$ cat src/rtl/fp_cmp_cfg.svh
// Configuration of the single-precision compare unit.
// Field widths of an operand, the integer result width and the
// canonical quiet NaN returned by min and max when both inputs are NaN.

`ifndef FP_CMP_CFG_SVH
`define FP_CMP_CFG_SVH

`define FP_EXP_WIDTH 8   // biased exponent field.
`define FP_FRAC_WIDTH 23 // fraction field without the hidden bit.

// sign, exponent and fraction together.
`define FP_WIDTH (1 + `FP_EXP_WIDTH + `FP_FRAC_WIDTH)

`define XLEN 32 // width of the integer result of eq, lt and le.

// positive, exponent all ones, only the quiet bit set in the fraction.
`define FP_CANON_QNAN 32'h7fc0_0000

`endif

$ cat src/rtl/fp_cmp_pkg.sv
// Types shared by the floating-point compare unit.
// Operand and result words, the command encoding, and the structs
// that carry operand classification and ordering to the result selector.

`default_nettype none

`include "fp_cmp_cfg.svh"

package fp_cmp_pkg;

    typedef logic [`FP_WIDTH-1:0]      fp_word_t;  // operand or fp result.
    typedef logic [`FP_EXP_WIDTH-1:0]  fp_exp_t;
    typedef logic [`FP_FRAC_WIDTH-1:0] fp_frac_t;
    typedef logic [`XLEN-1:0]          int_word_t; // integer result.

    typedef enum logic [2:0] {
        cmd_eq  = 3'd0,
        cmd_lt  = 3'd1,
        cmd_le  = 3'd2,
        cmd_min = 3'd3,
        cmd_max = 3'd4
    } fp_cmp_cmd_e;

    // properties of both operands, decoded once in the classifier.
    typedef struct packed {
        logic sign1;
        logic sign2;
        logic is_zero1;
        logic is_zero2;
        logic is_nan1;
        logic is_nan2;
        logic is_snan1;
        logic is_snan2;
        logic both_zero;
        logic any_nan;
        logic any_snan;
        logic both_nan;
    } fp_pair_class_t;

    // ordering of src1 against src2, only valid when neither is NaN.
    typedef struct packed {
        logic eq_bits;  // identical bit patterns.
        logic lt_value; // src1 numerically below src2.
        logic eq_value; // numerically equal, +0 equals -0.
    } fp_order_t;

endpackage

`default_nettype wire

$ cat src/rtl/fp_pair_classifier.sv
// Operand classifier of the compare unit.
// Decodes zero, NaN and signaling NaN for both operands and forms the
// joint conditions used by the result selector. Purely combinational.

`default_nettype none

`include "fp_cmp_cfg.svh"

module fp_pair_classifier (
    input  fp_cmp_pkg::fp_word_t       src1,
    input  fp_cmp_pkg::fp_word_t       src2,
    output fp_cmp_pkg::fp_pair_class_t pair_class
);

    // returns {is_zero, is_nan, is_snan} for one operand.
    function automatic logic [2:0] decode_operand(input fp_cmp_pkg::fp_word_t word);
        fp_cmp_pkg::fp_exp_t  exp_field;
        fp_cmp_pkg::fp_frac_t frac_field;
        logic                 zero;
        logic                 nan;
        logic                 snan;
        exp_field  = word[`FP_WIDTH-2 -: `FP_EXP_WIDTH];
        frac_field = word[`FP_FRAC_WIDTH-1:0];
        zero = (exp_field == '0) && (frac_field == '0);
        nan  = (exp_field == '1) && (frac_field != '0);
        snan = nan && !frac_field[`FP_FRAC_WIDTH-1]; // quiet bit clear.
        return {zero, nan, snan};
    endfunction

    logic [2:0] props1;
    logic [2:0] props2;

    assign props1 = decode_operand(src1);
    assign props2 = decode_operand(src2);

    always_comb begin
        pair_class.sign1    = src1[`FP_WIDTH-1];
        pair_class.sign2    = src2[`FP_WIDTH-1];
        pair_class.is_zero1 = props1[2];
        pair_class.is_zero2 = props2[2];
        pair_class.is_nan1  = props1[1];
        pair_class.is_nan2  = props2[1];
        pair_class.is_snan1 = props1[0];
        pair_class.is_snan2 = props2[0];

        // joint conditions, so the selector never decodes them again.
        pair_class.both_zero = pair_class.is_zero1 & pair_class.is_zero2;
        pair_class.any_nan   = pair_class.is_nan1 | pair_class.is_nan2;
        pair_class.any_snan  = pair_class.is_snan1 | pair_class.is_snan2;
        pair_class.both_nan  = pair_class.is_nan1 & pair_class.is_nan2;
    end

endmodule

`default_nettype wire

$ cat src/rtl/fp_order_compare.sv
// Order comparator of the compare unit.
// Treats both operands as sign-magnitude numbers and tells whether
// src1 is below or equal to src2. NaN inputs are not considered here.

`default_nettype none

`include "fp_cmp_cfg.svh"

module fp_order_compare (
    input  fp_cmp_pkg::fp_word_t  src1,
    input  fp_cmp_pkg::fp_word_t  src2,
    output fp_cmp_pkg::fp_order_t order
);

    logic                 sign1;
    logic                 sign2;
    fp_cmp_pkg::fp_exp_t  exp1;
    fp_cmp_pkg::fp_exp_t  exp2;
    fp_cmp_pkg::fp_frac_t frac1;
    fp_cmp_pkg::fp_frac_t frac2;

    assign sign1 = src1[`FP_WIDTH-1];
    assign sign2 = src2[`FP_WIDTH-1];
    assign exp1  = src1[`FP_WIDTH-2 -: `FP_EXP_WIDTH];
    assign exp2  = src2[`FP_WIDTH-2 -: `FP_EXP_WIDTH];
    assign frac1 = src1[`FP_FRAC_WIDTH-1:0];
    assign frac2 = src2[`FP_FRAC_WIDTH-1:0];

    logic both_zero; // +0 and -0 are the same value.
    logic mag_lt;    // magnitude of src1 below that of src2.
    logic mag_eq;

    always_comb begin
        both_zero = (src1[`FP_WIDTH-2:0] == '0) && (src2[`FP_WIDTH-2:0] == '0);
        mag_eq    = (exp1 == exp2) && (frac1 == frac2);
        mag_lt    = (exp1 < exp2) || ((exp1 == exp2) && (frac1 < frac2));
    end

    always_comb begin
        order.eq_bits  = (src1 == src2);
        order.eq_value = order.eq_bits | both_zero;

        if (sign1 != sign2) begin
            // the negative one is lower unless both are zero.
            order.lt_value = sign1 & !both_zero;
        end else if (sign1) begin
            // both negative, a larger magnitude is the lower value.
            order.lt_value = !mag_lt & !mag_eq;
        end else begin
            order.lt_value = mag_lt;
        end
    end

endmodule

`default_nettype wire

$ cat src/rtl/fp_compare_select.sv
// Result selector of the compare unit.
// Combines the operand classification and the ordering with the command
// to form the integer result, the fp result of min and max and the
// invalid-operation flag, and registers them for one cycle of latency.

`default_nettype none

`include "fp_cmp_cfg.svh"

module fp_compare_select (
    input  logic                       clk,
    input  logic                       rst_n,
    input  logic                       in_valid,
    input  fp_cmp_pkg::fp_cmp_cmd_e    command,
    input  fp_cmp_pkg::fp_word_t       src1,
    input  fp_cmp_pkg::fp_word_t       src2,
    input  fp_cmp_pkg::fp_pair_class_t pair_class,
    input  fp_cmp_pkg::fp_order_t      order,
    output logic                       out_valid,
    output fp_cmp_pkg::int_word_t      int_result,
    output fp_cmp_pkg::fp_word_t       fp_result,
    output logic                       invalid_flag
);

    logic                  relation_holds;
    logic                  invalid_next;
    fp_cmp_pkg::int_word_t int_next;
    fp_cmp_pkg::fp_word_t  fp_next;

    // integer result of eq, lt and le.
    always_comb begin
        case (command)
            fp_cmp_pkg::cmd_eq: relation_holds = order.eq_value;
            fp_cmp_pkg::cmd_lt: relation_holds = order.lt_value;
            fp_cmp_pkg::cmd_le: relation_holds = order.lt_value | order.eq_value;
            default:            relation_holds = 1'b0; // min and max give 0.
        endcase

        int_next    = '0;
        int_next[0] = relation_holds & !pair_class.any_nan; // NaN never compares true.
    end

    // min and max pick an fp result, and the compare commands give zero.
    always_comb begin
        if (command != fp_cmp_pkg::cmd_min && command != fp_cmp_pkg::cmd_max) begin
            fp_next = '0;
        end else if (pair_class.both_nan) begin
            fp_next = `FP_CANON_QNAN;
        end else if (pair_class.is_nan1) begin
            fp_next = src2; // a single NaN yields the other operand.
        end else if (pair_class.is_nan2) begin
            fp_next = src1;
        end else if (pair_class.both_zero) begin
            // -0 is taken as the smaller of the two zeros.
            if (command == fp_cmp_pkg::cmd_max) begin
                fp_next = pair_class.sign1 ? src2 : src1;
            end else begin
                fp_next = pair_class.sign1 ? src1 : src2;
            end
        end else if (command == fp_cmp_pkg::cmd_max) begin
            fp_next = order.lt_value ? src2 : src1;
        end else begin
            fp_next = order.lt_value ? src1 : src2;
        end
    end

    // lt and le signal on any NaN and the others only on a signaling NaN.
    always_comb begin
        case (command)
            fp_cmp_pkg::cmd_lt,
            fp_cmp_pkg::cmd_le:  invalid_next = pair_class.any_nan;
            fp_cmp_pkg::cmd_eq,
            fp_cmp_pkg::cmd_min,
            fp_cmp_pkg::cmd_max: invalid_next = pair_class.any_snan;
            default:             invalid_next = 1'b0;
        endcase
    end

    always_ff @(posedge clk) begin
        if (!rst_n) begin
            out_valid    <= 1'b0;
            int_result   <= '0;
            fp_result    <= '0;
            invalid_flag <= 1'b0;
        end else begin
            out_valid <= in_valid; // one pulse per accepted operation.
            if (in_valid) begin
                int_result   <= int_next;
                fp_result    <= fp_next;
                invalid_flag <= invalid_next;
            end
        end
    end

endmodule

`default_nettype wire

$ cat src/rtl/fp_compare_unit.sv
// Single-precision floating-point compare unit.
// Produces the results of FEQ.S, FLT.S, FLE.S, FMIN.S and FMAX.S with the
// invalid-operation flag, one cycle after each operation is accepted.
// Classifier and order comparator run side by side and feed the selector.

`default_nettype none

module fp_compare_unit (
    input  logic                    clk,
    input  logic                    rst_n,
    input  logic                    in_valid,
    input  fp_cmp_pkg::fp_cmp_cmd_e command,
    input  fp_cmp_pkg::fp_word_t    src1,
    input  fp_cmp_pkg::fp_word_t    src2,
    output logic                    out_valid,
    output fp_cmp_pkg::int_word_t   int_result,
    output fp_cmp_pkg::fp_word_t    fp_result,
    output logic                    invalid_flag
);

    fp_cmp_pkg::fp_pair_class_t pair_class;
    fp_cmp_pkg::fp_order_t      order;

    fp_pair_classifier fp_pair_classifier_inst (
        .src1       (src1),
        .src2       (src2),
        .pair_class (pair_class)
    );

    fp_order_compare fp_order_compare_inst (
        .src1  (src1),
        .src2  (src2),
        .order (order)
    );

    fp_compare_select fp_compare_select_inst (
        .clk          (clk),
        .rst_n        (rst_n),
        .in_valid     (in_valid),
        .command      (command),
        .src1         (src1),
        .src2         (src2),
        .pair_class   (pair_class),
        .order        (order),
        .out_valid    (out_valid),
        .int_result   (int_result),
        .fp_result    (fp_result),
        .invalid_flag (invalid_flag)
    );

endmodule

`default_nettype wire

$ cat config.mk
export PLATFORM = sky130hd
export DESIGN_NAME = fp_compare_unit
export DESIGN_NICKNAME = d
export VERILOG_FILES = /design/src/rtl/fp_cmp_pkg.sv /design/src/rtl/fp_pair_classifier.sv /design/src/rtl/fp_order_compare.sv /design/src/rtl/fp_compare_select.sv /design/src/rtl/fp_compare_unit.sv
export VERILOG_INCLUDE_DIRS = /design/src /design/src/rtl
export SDC_FILE = /design/constraint.sdc
export NUM_CORES = 1
export LEC_CHECK = 0
export BUFFER_PORTS_ARGS = -buffer_cell sky130_fd_sc_hd__buf_2
export CAP_MARGIN = 10
export CORE_MARGIN = 4
export CORE_UTILIZATION = 40
export DETAILED_ROUTE_END_ITERATION = 6
export GPL_ROUTABILITY_DRIVEN = 0
export PLACE_DENSITY = 0.7
export SYNTH_ARGS = -nofsm -noshare
export SYNTH_HDL_FRONTEND = slang
export SYNTH_SLANG_ARGS = --single-unit
$ cat constraint.sdc
create_clock -name clk -period 2.8 [get_ports clk]
set_input_delay 0.42 -clock clk [delete_from_list [all_inputs] [get_ports clk]]
set_output_delay 0.42 -clock clk [all_outputs]
set_load 0.03 [all_outputs]
==> metrics.csv <==
metric,value,unit
p_leak,0.00295,uW
crit_arrival,2.98,ns
antenna_found_initial,0,
fin_crit_sh,98.5,%
status,"complete, no violations",
pre_cts_ws,-0.395,ns
ant_nets,0,
start_kind,input pin,
port_buffers,104,
hold_violations,0,
seq_area_frac_synth,16.5,%
dp_hpwl,12800,um
cts.clk_slew.worst_paths,0.08,ns
crit_path_max_incr_delay,0.39,ns
ys_async_sr_fraction,0,%
die_h,111,um
skew,0,ns
firstDrtPassIters,5,
numCtsBuffers,5,
crit_path_end_kind,register,
slew_headroom,55.9,%
ios,136,
grt_first_pass_wirelength,27100,um
track_usage,26.2,%
cts_buffer_depth,2,
die_w,111,um
synth_edf_count,0,
required,3.02,ns
worst_pin_slew,0.659,ns
power,1850,uW
hold_buffers,0,
crit_slowest_cell,or3_4,
grt_overflow,0,
finalCriticalPeriod,2.76,ns
routed_wl,17200,um
ir_drop,0.000191,V
syn_area,4250,um2
fmax,362,MHz
crit_top_cell,nand4_1,
drc_errors,0,
grt_pass1_vias,5568,
ctsHtreeMaxLevel,2,
antenna_cells,0,
cts_root_buf,clkbuf_8,
core-area,10300,um2
criticalPathCategory,in -> reg,
cts_sinks,35,
cts_tree,yes,
layout_setup_ws,0.0409,ns
rsz0062_at_grt,yes,
ys_types,53,
critPathMaxFanout,11,
placedCellCount,963,
timing.hold.ws,0.388,ns
die_area,12300,um2
ys_seq_elements,35,
finalNonFillerCells,974,
rows,37,
syn_avg_cell_area,6.78,um2
syn-instance-count,626,
drive_gt1_share,36.9,%
start_util,41.1,%
min_path_type,in -> reg,
slew_viol_final,0,
nFillCells,949,
post_drt_wl_per_cell,17.6,um
power_density,295,nW/um2
cap_violations,0,
viasPerCell,5.97,
finalSetupViolations,0,
clkLatencyLatePin,0.29,ns
grt_start_max_net_pins,39,
drtIter0Drc,549,
path_cells,buf_2 > inv_2 > ha_1 > nand4_1 > or3_4 > a221oi_4 > nand4_1 > and2_4 > a311o_1 > o21a_4 > buf_12 > o221ai_1,
nNetsFinal,940,
syn_to_final_growth,48.0,%
synth_ff_type,dfxtp_1,
vias,5810,
yosys_warnings,0,
[Yosys cell counts, drive strengths merged (2+ instances only)]
cell type  instances  share of area, %
a31oi             24               3.5
nand2             73               6.5
nor4              17               2.9
a22oi              4              0.71
a32oi              3              0.62
a21oi             48               5.7
nor3               6              0.71
o311ai             2              0.41
a31o               2              0.41
o2111ai           23               4.7
inv               37               3.3
nand4             38               5.6
nor2b              3              0.44
o221ai             4              0.82
buf               33               5.7
dfxtp             35                16
and2               7               1.0
o21a               4              0.71
o2bb2ai           23               4.7
nand3b             2              0.35
nand3             35               4.1
nand2b            25               3.7
o211ai             5              0.88
a22o               3              0.62
o31ai              2              0.35
nor2              38               3.4
a21o               2              0.35
ha                33               9.7
o21ai             34               4.0
a211oi             3              0.53
clkbuf            40               3.5
[cell usage in the layout (no fill, tap or decap), drive strengths merged, types with 25 or more instances in the layout]
master  count
buf       246
nand2      73
a21oi      48
nand4      38
nor2       38
inv        37
dfxtp      35
nand3      35
o21ai      34
ha         33
conb       31
nand2b     25
[area by class of cell]
class	count	area (um2)	area share, %
inverters	38	163	2.59
multi-input cells	510	3450	54.9
well taps	136	170	2.71
flip-flops and latches	35	701	11.1
clock buffers	8	100	1.59
repair buffers	247	1700	27.0
[where the power goes]
part           total, uW  internal (uW)  switching [uW]
combinational        881            366             516
sequential           527            516            10.8
clock                446            226             220
[per-layer routing]
layer  GRT usage [%]  up-vias  routed length, um  share of wire [%]
met1            33.9     2660               7110                 41
met3            4.37       46               1670                9.7
met4            9.25        0                487                2.8
li1                -     2709                  -                  -
met2            43.8      395               7910                 46
met5               0        -                  0                  0
[kinds of logic (layout without fill, tap and decap cells)]
group,count (synthesis),after routing,synth area share (%)
buf+inv,111,293,12.6
compound gates,197,197,31.5
mux,1,1,0.236
fa+ha+maj,33,33,9.72
simple gates,248,248,29.3
flops,35,35,16.5
other cells,1,31,0.0883
[path summary, 6_finish.rpt]
check                                                                  startpoint                                                 to  cells past startpoint  slack, ns
worst max-delay path                                                     src2[24]  fp_compare_select_inst.fp_result[29]$_SDFFE_PN0P_                     12       0.04
worst min-delay path                                                   command[2]  fp_compare_select_inst.int_result[0]$_SDFFE_PN0P_                      2       0.39
worst max register to register   fp_compare_select_inst.fp_result[0]$_SDFFE_PN0P_   fp_compare_select_inst.fp_result[0]$_SDFFE_PN0P_                      5       1.60
worst min register to register  fp_compare_select_inst.int_result[0]$_SDFFE_PN0P_  fp_compare_select_inst.int_result[0]$_SDFFE_PN0P_                      2       0.47
[critical path: cells and delay by family]
family,cells,cell delay [ns]
AO/OA/AOI/OAI,4,1.01
AND/OR/NAND/NOR,4,0.94
buffers and inverters,3,0.31
adder cells (fa/ha/maj),1,0.28
[registers in the layout (all words and copies together), names as in the netlist]
register / flops
fp_compare_select_inst.invalid_flag: 1
fp_compare_select_inst.int_result: 1
fp_compare_select_inst.fp_result: 32
fp_compare_select_inst.out_valid: 1
[what timing repair did]
item	CTS	global route
pin swaps	3	14
endpoints found under the setup margin	30	32
setup buffers	2	0
gates cloned	0	1
resized for setup	1	45
[through the flow]
stage	TNS, ns	cell area, um2	util, %
after global placement	-8.87	5890	57.0
after global routing	-2.23	6280	60.9
after detailed placement	-11.50	5890	57.0
after CTS	0	6010	58.2
after floorplan	-0.651	4470	-
final	0	6280	60.9
Power figures use the tool's default switching activity.
